$ cat src/design/count_pkg.sv
// Counting and arithmetic definitions shared by the divider, counters and ALU
package count_pkg;

    ////////////////////////////////////////
    // BCD digits
    ////////////////////////////////////////

    typedef logic [3:0] bcd_digit_t;       // One decimal digit, 0 to 9
    typedef logic [7:0] alu_result_t;      // Full width ALU output

    localparam int bcd_max = 9;            // Largest legal digit value

    ////////////////////////////////////////
    // Step rate select
    ////////////////////////////////////////

    typedef logic [4:0] rate_sel_t;        // Five speed switches

    // clk cycles per unit of rate select, kept small for short runs
    localparam int tick_base_count = 4;

    // Longest period is (max sel + 1) * base, i.e. 2**5 * base
    localparam int rate_period_max = (2 ** $bits(rate_sel_t)) * tick_base_count;

    // Divider count holds period - 1, so this width is enough
    typedef logic [$clog2(rate_period_max)-1:0] tick_count_t;

    ////////////////////////////////////////
    // ALU operations
    ////////////////////////////////////////

    // Encoding matches the two op switches directly
    typedef enum logic [1:0] {
        op_add = 2'b00,                    // a + b
        op_sub = 2'b01,                    // a - b, two's complement
        op_and = 2'b10,                    // Bitwise and
        op_or  = 2'b11                     // Bitwise or
    } alu_op_t;

endpackage

$ cat src/design/display_pkg.sv
// Seven-segment display definitions for the scanner and top level
package display_pkg;

    ////////////////////////////////////////
    // Digit and anode lines
    ////////////////////////////////////////

    localparam int digit_count = 3;                // Positions on the display

    typedef logic [3:0]             hex_digit_t;   // Value shown on one position
    typedef logic [digit_count-1:0] anode_t;       // One line per position, active low

    // Exactly one anode low at a time
    localparam anode_t an_pos0 = 3'b110;           // Result low nibble
    localparam anode_t an_pos1 = 3'b101;           // Result high nibble
    localparam anode_t an_pos2 = 3'b011;           // Control switches

    ////////////////////////////////////////
    // Segment patterns
    ////////////////////////////////////////

    // Cathodes active low, bit 0 is segment a, bit 6 is segment g
    typedef logic [6:0] seg_pattern_t;

    // Hex decode, indexed by the digit value
    localparam seg_pattern_t hex_seg_table [16] = '{
        7'h40,  // 0
        7'h79,  // 1
        7'h24,  // 2
        7'h30,  // 3
        7'h19,  // 4
        7'h12,  // 5
        7'h02,  // 6
        7'h78,  // 7
        7'h00,  // 8
        7'h10,  // 9
        7'h08,  // A
        7'h03,  // b
        7'h46,  // C
        7'h21,  // d
        7'h06,  // E
        7'h0E   // F
    };

    ////////////////////////////////////////
    // Scan timing
    ////////////////////////////////////////

    localparam int scan_hold_count = 8;    // clk cycles each position stays lit

    typedef logic [$clog2(scan_hold_count)-1:0] scan_hold_t;

endpackage

$ cat src/design/rate_divider.sv
`timescale 1ns/1ns

// Step tick generator
// Emits a one-cycle enable every (sel + 1) * tick_base_count clk cycles
module rate_divider (
    input  logic                 clk,
    input  logic                 reset,
    input  count_pkg::rate_sel_t sel,          // Speed switches
    output logic                 step_tick     // One-cycle enable pulse
);

    import count_pkg::*;

    tick_count_t reload_value;                 // Period - 1 for the current sel
    tick_count_t tick_count;                   // Cycles left until the next tick

    ////////////////////////////////////////
    // Period from the speed switches
    ////////////////////////////////////////

    // Widen sel before the multiply so the product cannot overflow
    assign reload_value = tick_count_t'((int'(sel) + 1) * tick_base_count - 1);

    ////////////////////////////////////////
    // Down counter
    ////////////////////////////////////////

    always_ff @(posedge clk) begin
        if (reset) begin
            tick_count <= reload_value;        // Count starts fresh once reset drops
        end else if (tick_count == '0) begin
            tick_count <= reload_value;        // New sel only picked up here
        end else begin
            tick_count <= tick_count - 1'b1;
        end
    end

    // Tick on the last cycle of each period
    assign step_tick = (tick_count == '0);

endmodule

$ cat src/design/bcd_digit_counter.sv
`timescale 1ns/1ns

// Single BCD digit, stepping up or down on each tick
module bcd_digit_counter (
    input  logic                  clk,
    input  logic                  reset,
    input  logic                  step_tick,   // Advance enable from the divider
    input  logic                  down,        // 1 counts down, 0 counts up
    output count_pkg::bcd_digit_t digit
);

    import count_pkg::*;

    bcd_digit_t next_digit;                    // Value after one step

    ////////////////////////////////////////
    // Step logic with 9/0 wrap
    ////////////////////////////////////////

    always_comb begin
        if (down) begin
            if (digit == '0) begin
                next_digit = bcd_digit_t'(bcd_max);    // 0 wraps to 9
            end else begin
                next_digit = digit - 1'b1;
            end
        end else begin
            if (digit == bcd_digit_t'(bcd_max)) begin
                next_digit = '0;                       // 9 wraps to 0
            end else begin
                next_digit = digit + 1'b1;
            end
        end
    end

    // Holds between ticks
    always_ff @(posedge clk) begin
        if (reset) begin
            digit <= '0;
        end else if (step_tick) begin
            digit <= next_digit;               // Visible the cycle after the tick
        end
    end

endmodule

$ cat src/design/digit_alu.sv
`timescale 1ns/1ns

// Combines two BCD digits into an 8-bit result
// Purely combinational, follows its inputs in the same cycle
module digit_alu (
    input  count_pkg::bcd_digit_t  a,          // Units digit
    input  count_pkg::bcd_digit_t  b,          // Tens digit
    input  count_pkg::alu_op_t     op,
    output count_pkg::alu_result_t result
);

    import count_pkg::*;

    alu_result_t a_ext;                        // Operands widened to result size
    alu_result_t b_ext;

    // Zero extension, so subtraction wraps as 8-bit two's complement
    assign a_ext = alu_result_t'(a);
    assign b_ext = alu_result_t'(b);

    always_comb begin
        case (op)
            op_add:  result = a_ext + b_ext;   // At most 18
            op_sub:  result = a_ext - b_ext;   // 2 - 7 gives 8'hFB
            op_and:  result = a_ext & b_ext;
            op_or:   result = a_ext | b_ext;
            default: result = '0;
        endcase
    end

endmodule

$ cat src/design/seg7_scanner.sv
`timescale 1ns/1ns

// Three-position seven-segment scanner
// Cycles through the positions and drives the shared cathode lines
module seg7_scanner (
    input  logic                      clk,
    input  logic                      reset,
    input  display_pkg::hex_digit_t   digit0,  // Shown while an is 110
    input  display_pkg::hex_digit_t   digit1,  // Shown while an is 101
    input  display_pkg::hex_digit_t   digit2,  // Shown while an is 011
    output display_pkg::seg_pattern_t seg,     // Active low cathodes
    output display_pkg::anode_t       an       // Active low anodes
);

    import display_pkg::*;

    typedef enum logic [1:0] {
        scan_d0,                               // Position 0
        scan_d1,                               // Position 1
        scan_d2                                // Position 2
    } scan_state_t;

    scan_state_t state;                        // Position currently on the lines
    scan_state_t next_state;                   // Position after this one
    scan_state_t upcoming_state;               // Position for the next cycle
    scan_hold_t  hold_count;                   // Cycles spent on this position
    logic        hold_done;                    // Last cycle of this position
    hex_digit_t  upcoming_digit;
    anode_t      upcoming_anode;

    ////////////////////////////////////////
    // Position sequencing
    ////////////////////////////////////////

    assign hold_done = (hold_count == scan_hold_t'(scan_hold_count - 1));

    always_comb begin
        case (state)
            scan_d0: next_state = scan_d1;
            scan_d1: next_state = scan_d2;
            scan_d2: next_state = scan_d0;
            default: next_state = scan_d0;     // Unused code falls back to start
        endcase
    end

    assign upcoming_state = hold_done ? next_state : state;

    // Digit and anode for the position loaded at the next edge
    always_comb begin
        case (upcoming_state)
            scan_d1: begin
                upcoming_digit = digit1;
                upcoming_anode = an_pos1;
            end
            scan_d2: begin
                upcoming_digit = digit2;
                upcoming_anode = an_pos2;
            end
            default: begin
                upcoming_digit = digit0;
                upcoming_anode = an_pos0;
            end
        endcase
    end

    ////////////////////////////////////////
    // State, hold counter and outputs
    ////////////////////////////////////////

    // seg, an and state all move on the same edge
    always_ff @(posedge clk) begin
        if (reset) begin
            state      <= scan_d0;
            hold_count <= '0;
            an         <= an_pos0;
            seg        <= hex_seg_table[digit0];   // Live digit 0 while in reset
        end else begin
            state      <= upcoming_state;
            hold_count <= hold_done ? '0 : hold_count + 1'b1;
            an         <= upcoming_anode;
            seg        <= hex_seg_table[upcoming_digit];
        end
    end

endmodule

$ cat src/design/counter_display_top.sv
`timescale 1ns/1ns

// Two-digit BCD counter with ALU and seven-segment display
//   sw[4:0]  step rate
//   sw[6:5]  ALU operation
//   sw[7]    units direction, sw[8] tens direction
module counter_display_top (
    input  logic                      clk,
    input  logic                      reset,
    input  logic                [8:0] sw,     // Board switches
    output logic                [7:0] led,    // Tens over units
    output display_pkg::seg_pattern_t seg,
    output display_pkg::anode_t       an
);

    import count_pkg::*;
    import display_pkg::*;

    logic        step_tick;                    // Shared advance enable
    bcd_digit_t  units_digit;
    bcd_digit_t  tens_digit;
    alu_op_t     alu_op;
    alu_result_t alu_result;
    hex_digit_t  result_lo;                    // Display position 0
    hex_digit_t  result_hi;                    // Display position 1
    hex_digit_t  ctrl_nibble;                  // Display position 2

    ////////////////////////////////////////
    // Switch slicing
    ////////////////////////////////////////

    assign alu_op      = alu_op_t'(sw[6:5]);
    assign ctrl_nibble = sw[8:5];              // Op and both direction switches

    ////////////////////////////////////////
    // Counting path
    ////////////////////////////////////////

    rate_divider rate_divider_i (
        .clk       (clk),
        .reset     (reset),
        .sel       (sw[4:0]),
        .step_tick (step_tick)
    );

    bcd_digit_counter units_counter_i (
        .clk       (clk),
        .reset     (reset),
        .step_tick (step_tick),
        .down      (sw[7]),
        .digit     (units_digit)
    );

    // Tens steps on the same tick, no carry from units
    bcd_digit_counter tens_counter_i (
        .clk       (clk),
        .reset     (reset),
        .step_tick (step_tick),
        .down      (sw[8]),
        .digit     (tens_digit)
    );

    digit_alu digit_alu_i (
        .a      (units_digit),
        .b      (tens_digit),
        .op     (alu_op),
        .result (alu_result)
    );

    ////////////////////////////////////////
    // Display path
    ////////////////////////////////////////

    assign result_lo = alu_result[3:0];
    assign result_hi = alu_result[7:4];

    seg7_scanner seg7_scanner_i (
        .clk    (clk),
        .reset  (reset),
        .digit0 (result_lo),
        .digit1 (result_hi),
        .digit2 (ctrl_nibble),
        .seg    (seg),
        .an     (an)
    );

    assign led = {tens_digit, units_digit};    // led[7:4] tens, led[3:0] units

endmodule

$ cat config.mk
export PLATFORM = sky130hd
export DESIGN_NAME = counter_display_top
export DESIGN_NICKNAME = d
export VERILOG_FILES = /design/src/design/count_pkg.sv /design/src/design/display_pkg.sv /design/src/design/rate_divider.sv /design/src/design/bcd_digit_counter.sv /design/src/design/digit_alu.sv /design/src/design/seg7_scanner.sv /design/src/design/counter_display_top.sv
export SDC_FILE = /design/constraint.sdc
export NUM_CORES = 1
export LEC_CHECK = 0
export BUFFER_PORTS_ARGS = -buffer_cell sky130_fd_sc_hd__buf_2
export CAP_MARGIN = 20
export CORE_UTILIZATION = 35
export CTS_BUF_LIST = sky130_fd_sc_hd__clkbuf_16
export DETAILED_ROUTE_END_ITERATION = 10
export PLACE_DENSITY_LB_ADDON = 0.25
export SYNTH_ARGS = -nofsm -noshare
export SYNTH_HDL_FRONTEND = slang
export SYNTH_HIERARCHICAL = 1
export SYNTH_SLANG_ARGS = --single-unit
$ cat constraint.sdc
create_clock -name clk -period 7.45 [get_ports clk]
set_input_delay 0.745 -clock clk [delete_from_list [all_inputs] [get_ports clk]]
set_output_delay 0.745 -clock clk [all_outputs]
set_load 0.01 [all_outputs]
After elaboration in Yosys (flattened, before gate mapping)
Memories as Yosys holds them, arrays and structs flattened.
Cells that the tools add are included.
{"block": "op_classes", "muxes": 18, "reduce_logical": 6, "addsub": 10, "eq_ne": 9, "magnitude_cmp": 2, "bitwise": 4}
{"op": "two-way mux 7 bit", "count": 7}
{"op": "case mux 8 bit (4 select lines)", "count": 1}
{"op": "two-way mux 4 bit", "count": 6}
{"op": "greater-or-equal comparator 5 bit, second input constant", "count": 2}
{"op": "NOT 4 -> 5 bit", "count": 2}
{"op": "adder 4 x 1 -> 4 bit, second input constant", "count": 2}
{"op": "equality test 4 bit, second input constant", "count": 2}
{"op": "zero test 4 bit", "count": 2}
{"op": "case mux 4 bit (2 select lines)", "count": 1}
{"op": "subtractor 4 x 1 -> 4 bit, second input constant", "count": 2}
{"op": "zero test 7 bit", "count": 1}
{"op": "subtractor 7 x 1 -> 7 bit, second input constant", "count": 1}
{"op": "subtractor 7 x 2 -> 7 bit, second input constant", "count": 1}
{"op": "equality test 2 x 1 -> 1 bit, second input constant", "count": 3}
{"op": "equality test 2 bit, second input constant", "count": 3}
{"op": "case mux 3 bit (2 select lines)", "count": 1}
{"op": "adder 4 x 4 -> 5 bit", "count": 1}
{"op": "adder 5 x 1 -> 5 bit, second input constant", "count": 1}
{"op": "subtractor 4 x 4 -> 5 bit", "count": 1}
{"op": "bitwise AND 4 bit", "count": 1}
{"op": "zero test 2 bit", "count": 2}
{"op": "OR 4 bit", "count": 1}
{"op": "case mux 2 bit (2 select lines)", "count": 1}
{"op": "adder 3 x 1 -> 3 bit, second input constant", "count": 1}
{"op": "other kinds (3)", "count": 3}
{"block": "totals", "out_inout_bits": 18, "in_bits": 11, "register_bits": 30, "rom_bits": 224, "memories": 2}
{"memory": "(name not given)", "words": 16, "word_bits": 7, "rd": 1, "rd_ports_with_merged_regs": 0, "write_ports": 0, "line": "seg7_scanner.sv:76", "rtl": "seg <= hex_seg_table[digit0];"}
{"memory": "(name not given)", "words": 16, "word_bits": 7, "rd": 1, "rd_ports_with_merged_regs": 0, "write_ports": 0, "line": "seg7_scanner.sv:81", "rtl": "seg <= hex_seg_table[upcoming_digit];"}

Logic depth before layout (Yosys ltp)
{"block": "logic_depth", "depth_word": 10, "depth_mapped": 16, "depth_no_buf": 15}

Hierarchy
The synthesis kept the hierarchy.
{"mod": "seg7_scanner", "instances": 1, "cells_each": 124, "seq_area_each_um2": 300.3, "area_each_um2": 1178.6}
{"mod": "rate_divider", "instances": 1, "cells_each": 68, "seq_area_each_um2": 140.1, "area_each_um2": 576.8}
{"mod": "bcd_digit_counter", "instances": 2, "cells_each": 30, "seq_area_each_um2": 80.1, "area_each_um2": 279.0}
{"mod": "digit_alu", "instances": 1, "cells_each": 58, "seq_area_each_um2": 0.0, "area_each_um2": 460.4}

Worst setup path after synthesis
Ideal clock, no wire load.
{"block": "synth_path", "path_kind": "input to register", "from": "input sw[6]", "to": "register seg7_scanner_i.seg[1]", "path_buffers": 1, "setup_slack_ns": 4.317, "arrival_ns": 3.013, "t_required_ns": 7.330, "path_stages": 9, "cell_sequence": "clkbuf_1 mux2_2 a21oi_1 inv_1 a21oi_1 inv_1 ha_1 nor4b_1 a211o_1"}
{"block": "synth_via", "elab_chain_len": 8, "elab_cells_between_ends": 15, "cone_classes": "3 x eq/ne; 7 x mux; 2 x bitwise; 1 x reduce/logical; 2 x memory"}
{"item": "from (decl)", "line": "counter_display_top.sv:10", "rtl": "input logic [8:0] sw,"}
{"item": "equality test 2 bit (tied with other cells)", "line": "digit_alu.sv:22", "rtl": "case (op)"}
{"item": "case mux 8 bit (4 select lines) (*)", "line": "digit_alu.sv:22"}
{"item": "named net alu_result[1]", "line": "counter_display_top.sv:23", "rtl": "alu_result_t alu_result;"}
{"item": "case mux 4 bit (2 select lines)", "line": "seg7_scanner.sv:50", "rtl": "case (upcoming_state)"}
{"item": "NOT 4 -> 5 bit (implied by the code)", "line": "seg7_scanner.sv:81"}
{"item": "memory (16 x 7 bit)"}
{"item": "two-way mux 7 bit (implied by the code) (2 in a row)", "line": "seg7_scanner.sv:81"}
{"item": "two-way mux 7 bit (*)", "line": "seg7_scanner.sv:72", "rtl": "if (reset) begin"}
{"item": "to (signal assigned)", "line": "seg7_scanner.sv:76"}
{"item": "to (signal assigned)", "line": "seg7_scanner.sv:81"}
{"item": "to (decl)", "line": "seg7_scanner.sv:11", "rtl": "output display_pkg::seg_pattern_t seg,"}
Mark *: on every way through the listed nets, which the timed path passes. The rest lies on a longest branch. The select of a mux whose other input is x is not followed.
A chain may end at the register's enable or synchronous reset.

Final worst setup path
{"block": "layout_path", "from": "register units_counter_i.digit[0]", "to": "register seg7_scanner_i.seg[1]"}
{"block": "layout_via", "elab_chain_len": 8, "elab_cells_between_ends": 15, "cone_classes": "2 x add/sub; 7 x mux; 4 x bitwise; 2 x memory"}
{"item": "from (decl)", "line": "bcd_digit_counter.sv:9", "rtl": "output count_pkg::bcd_digit_t digit"}
{"item": "from (signal assigned)", "line": "bcd_digit_counter.sv:41", "rtl": "digit <= next_digit;"}
{"item": "subtractor 4 x 4 -> 5 bit or adder 4 x 4 -> 5 bit (tied branches)", "line": "digit_alu.sv:24, digit_alu.sv:23"}
{"item": "case mux 8 bit (4 select lines) (*)", "line": "digit_alu.sv:22"}
{"item": "named net alu_result[1]", "line": "counter_display_top.sv:23"}
{"item": "case mux 4 bit (2 select lines)", "line": "seg7_scanner.sv:50"}
{"item": "NOT 4 -> 5 bit (implied by the code)", "line": "seg7_scanner.sv:81"}
{"item": "memory (16 x 7 bit)"}
{"item": "two-way mux 7 bit (implied by the code) (2 in a row)", "line": "seg7_scanner.sv:81"}
{"item": "two-way mux 7 bit (*)", "line": "seg7_scanner.sv:72"}
Marks and branches as above.

==> results_dict.tcl <==
set metrics [dict create \
    yosysWarnings 6 \
    fin_cells 434 \
    clock_latency_ns 0.27 \
    viasPerCell 5.30 \
    critical_path_class "reg2reg" \
    antenna_found_initial 0 \
    hold_path_class "reg2reg" \
    grt_pass1_wl_mm 10.1 \
    hold_buffers 0 \
    critPathLaunch "units_counter_i/digit[0]$_SDFFE_PP0P_" \
    ys_seq_area_frac 0.217 \
    powerDensity_mw_per_mm2 150 \
    cts_inserted_buffers 5 \
    cts_setup_buffers 0 \
    start_util 0.361 \
    async_flop_share 0 \
    gp_congestion 0.830 \
    syn_inst 310 \
    cts_tree "yes" \
    syn_to_final_growth_pct 11.2 \
    root_buffer "clkbuf_16" \
    synth_mux_area_frac 0.0568 \
    synth_fa_ha_area_frac 0.159 \
    period_share 0.485 \
    drtIter0Drc 135 \
    max_cap_violations 0 \
    cpMaxStageDelayCell "dfxtp_1" \
    finalHoldViolCount 0 \
    clock_tree.buffer_depth 2 \
    gr-usage-met3 0.0335 \
    final_layout_size_suffix_gt1_frac 0.199 \
    die_h_um 91.0 \
    crit_required_ns 7.61 \
    syn_nets 355 \
    port_buffers 28 \
    skew_ns 0.00307 \
    cts_sinks 30 \
    synth-edff-count 0 \
    drt-wirelength-per-cell_um 13.5 \
    wirelength_mm 5.85 \
    grt_pass1_vias 2183 \
    synth-seq-cells 30 \
    hold_ws_ns 0.411 \
    num_rows 32 \
    synth.distinct_cells 70 \
    rr_endpoint "seg7_scanner_i/seg[1]$_DFF_P_" \
    fmax_mhz 277 \
    synth_area_per_cell_um2 8.95 \
    max_stage_delay_ns 0.55 \
    ant_nets 0 \
    slew-limit-headroom 0.485 \
    r2r_slack_ns 3.84 \
    use_met2 0.255 \
    yosys.area.top_type "dfxtp_1" \
    core_area_mm2 0.00769 \
    place_hpwl_mm 4.13 \
    report.final.slew_viol_count 0 \
    critPathMaxFanout 11 \
    post-route-worst-setup-slack_ns 3.84 \
    critPathCapture "seg7_scanner_i/seg[1]$_DFF_P_" \
    rr_worst_depth 11 \
    syn_area_mm2 0.00277 \
    cpMostUsedCell "inv_1" \
    min_period_ns 3.61 \
    drtPass1Iterations 4 \
    endpoint_kind "register" \
    post_cts_resized 0 \
    vdd_drop_max_uv 86.3 \
    setup_viol 0 \
    fp.dieW_um 91.0 \
    status "finished clean" \
    setup_tns_ns 0 \
    drc 0 \
    ys.flop_type "dfxtp_1" \
    htreeDepth 2 \
    cp.depth 11 \
    path_buf_inv 3 \
    synth-compound-area-share 0.253 \
    grt_max_degree 38 \
    globalRoute.totalOverflow 0 \
    synth_top_family_by_area "compound AO/OA/AOI/OAI gates" \
    grt.total_usage 0.148 \
    p_leak_nw 1.27 \
    diodes 0 \
    yosys.area_share.simple 0.199 \
    nets 376 \
    synth_xor_area_frac 0.0442 \
    place_ws_ns 3.85 \
    placed_cells 426 \
    grt_use_met1 0.185 \
    worstMarginPinSlew_ns 0.772 \
    reg2reg_from "units_counter_i/digit[0]$_SDFFE_PP0P_" \
    dieArea_mm2 0.00829 \
    yosysTopAreaCellShare 0.217 \
    vias 2300 \
    cp.arrival_ns 3.77 \
    cp-start-kind "register" \
    crit_chain "inv_1 -> ha_1 -> fa_1 -> mux2_2 -> a21oi_1 -> inv_1 -> a21oi_1 -> inv_1 -> ha_1 -> nor4b_1 -> a211o_1" \
    rsz0062_at_grt "false" \
    top_usage_layer "met2" \
    ys_top_cells_by_area "dfxtp_1 (22%), ha_1 (14%), inv_1 (3.5%)" \
    path_delay_family "compound AO/OA/AOI/OAI gates" \
    io_pins 29 \
    clk_transition_reported_paths_ns 0.05 \
]
==> final cells by class <==
| class | count | area [um2] |
|---|---|---|
| fillers | 775 | 4600 |
| multi-input cells | 240 | 1980 |
| flip-flops and latches | 30 | 601 |
| repair buffers | 28 | 140 |
| well taps | 102 | 128 |
| clock buffers | 5 | 125 |
| inverters | 26 | 97.6 |
| clock inverters | 3 | 16.3 |
==> power by group <==
part           internal [mW]  switching, mW  total (mW)
Combinational         0.0377         0.0484      0.0861
Sequential             0.172        0.00914       0.181
Clock                  0.122         0.0730       0.195
==> cells in the mapped netlist (2+ instances only) <==
master,number
nand4bb_1,2
a21bo_1,2
o31ai_1,3
a21oi_1,16
and2_2,2
mux2i_1,3
clkbuf_1,5
or2b_2,2
a21boi_0,2
and3_1,3
o21ai_0,13
a2111oi_2,2
nor2_1,22
nor2b_1,8
inv_1,26
a211oi_1,2
a2111o_1,2
a221oi_1,5
a21o_1,2
mux2_2,6
o31a_1,3
o21bai_1,5
o22ai_1,3
a31oi_1,6
buf_2,2
nand2_1,7
nor4b_1,3
nor3_1,8
a22oi_1,2
nor3b_1,4
o211ai_1,5
xnor2_1,7
a211o_1,3
buf_6,3
nand3b_1,6
fa_1,2
dfxtp_1,30
and2_1,2
xor2_1,7
ha_1,32
buf_4,3
nand3_1,7
nand4b_1,2
nand2b_1,3
mux4_2,2
==> per-layer routing <==
layer  wire [um]  vias up
li1            -     1170
met1        2800     1093
met2        2840       33
met3         153        4
met4          54        0
met5           0        -
==> cells by family after synthesis <==
group,count (synthesis)
adders and majority gates,34
DFF,30
and+or+nand+nor,91
muxes,12
xor gates and xnor gates,14
buffers and inverters,40
AOI/OAI and AO/OA,89
==> cell usage in the layout, fill, tap and decap left out, drive strengths merged, types with 3 or more instances in the layout <==
| cell | count |
|---|---|
| a211o | 3 |
| clkbuf | 5 |
| a221oi | 7 |
| xor2 | 7 |
| buf | 28 |
| nor2b | 8 |
| nand2b | 3 |
| nor2 | 23 |
| nand2 | 8 |
| o21ai | 13 |
| o21bai | 5 |
| nor3 | 8 |
| dfxtp | 30 |
| o31a | 3 |
| a31oi | 7 |
| nor3b | 4 |
| o22ai | 3 |
| o211ai | 5 |
| inv | 26 |
| nand3 | 7 |
| o31ai | 3 |
| nor4b | 3 |
| ha | 32 |
| a21bo | 3 |
| and3 | 5 |
| mux2 | 7 |
| and2 | 4 |
| a2111oi | 3 |
| a21oi | 17 |
| xnor2 | 7 |
| nand3b | 6 |
| mux2i | 3 |
==> registers in the layout (all words and copies together), names as in the netlist <==
| name | count |
|---|---|
| rate_divider_i/tick_count | 7 |
| seg7_scanner_i/seg | 7 |
| tens_counter_i/digit | 4 |
| units_counter_i/digit | 4 |
| seg7_scanner_i/an | 3 |
| seg7_scanner_i/hold_count | 3 |
| seg7_scanner_i/state | 2 |
==> how the worst min path moves through the flow <==
stage	start	endpoint	slack, ns	cells after the start
after global routing	rate_divider_i/tick_count[0]$_SDFF_PP1_	rate_divider_i/tick_count[0]$_SDFF_PP1_	0.43	1
after CTS	rate_divider_i/tick_count[0]$_SDFF_PP1_	rate_divider_i/tick_count[0]$_SDFF_PP1_	0.41	1
after floorplan	rate_divider_i/tick_count[0]$_SDFF_PP1_	rate_divider_i/tick_count[0]$_SDFF_PP1_	0.38	1
after global placement	rate_divider_i/tick_count[0]$_SDFF_PP1_	rate_divider_i/tick_count[0]$_SDFF_PP1_	0.40	1
final	rate_divider_i/tick_count[0]$_SDFF_PP1_	rate_divider_i/tick_count[0]$_SDFF_PP1_	0.41	1
after detailed placement	rate_divider_i/tick_count[0]$_SDFF_PP1_	rate_divider_i/tick_count[0]$_SDFF_PP1_	0.40	1
==> stage by stage <==
step,power (mW),area (um2),util
detailed placement,0.270,2940,0.383
floorplan,0.248,2770,-
global route,0.490,3080,0.401
CTS,0.470,3080,0.401
finish,0.462,3080,0.401
global placement,0.270,2940,0.383
Power figures use the tool's default switching activity.
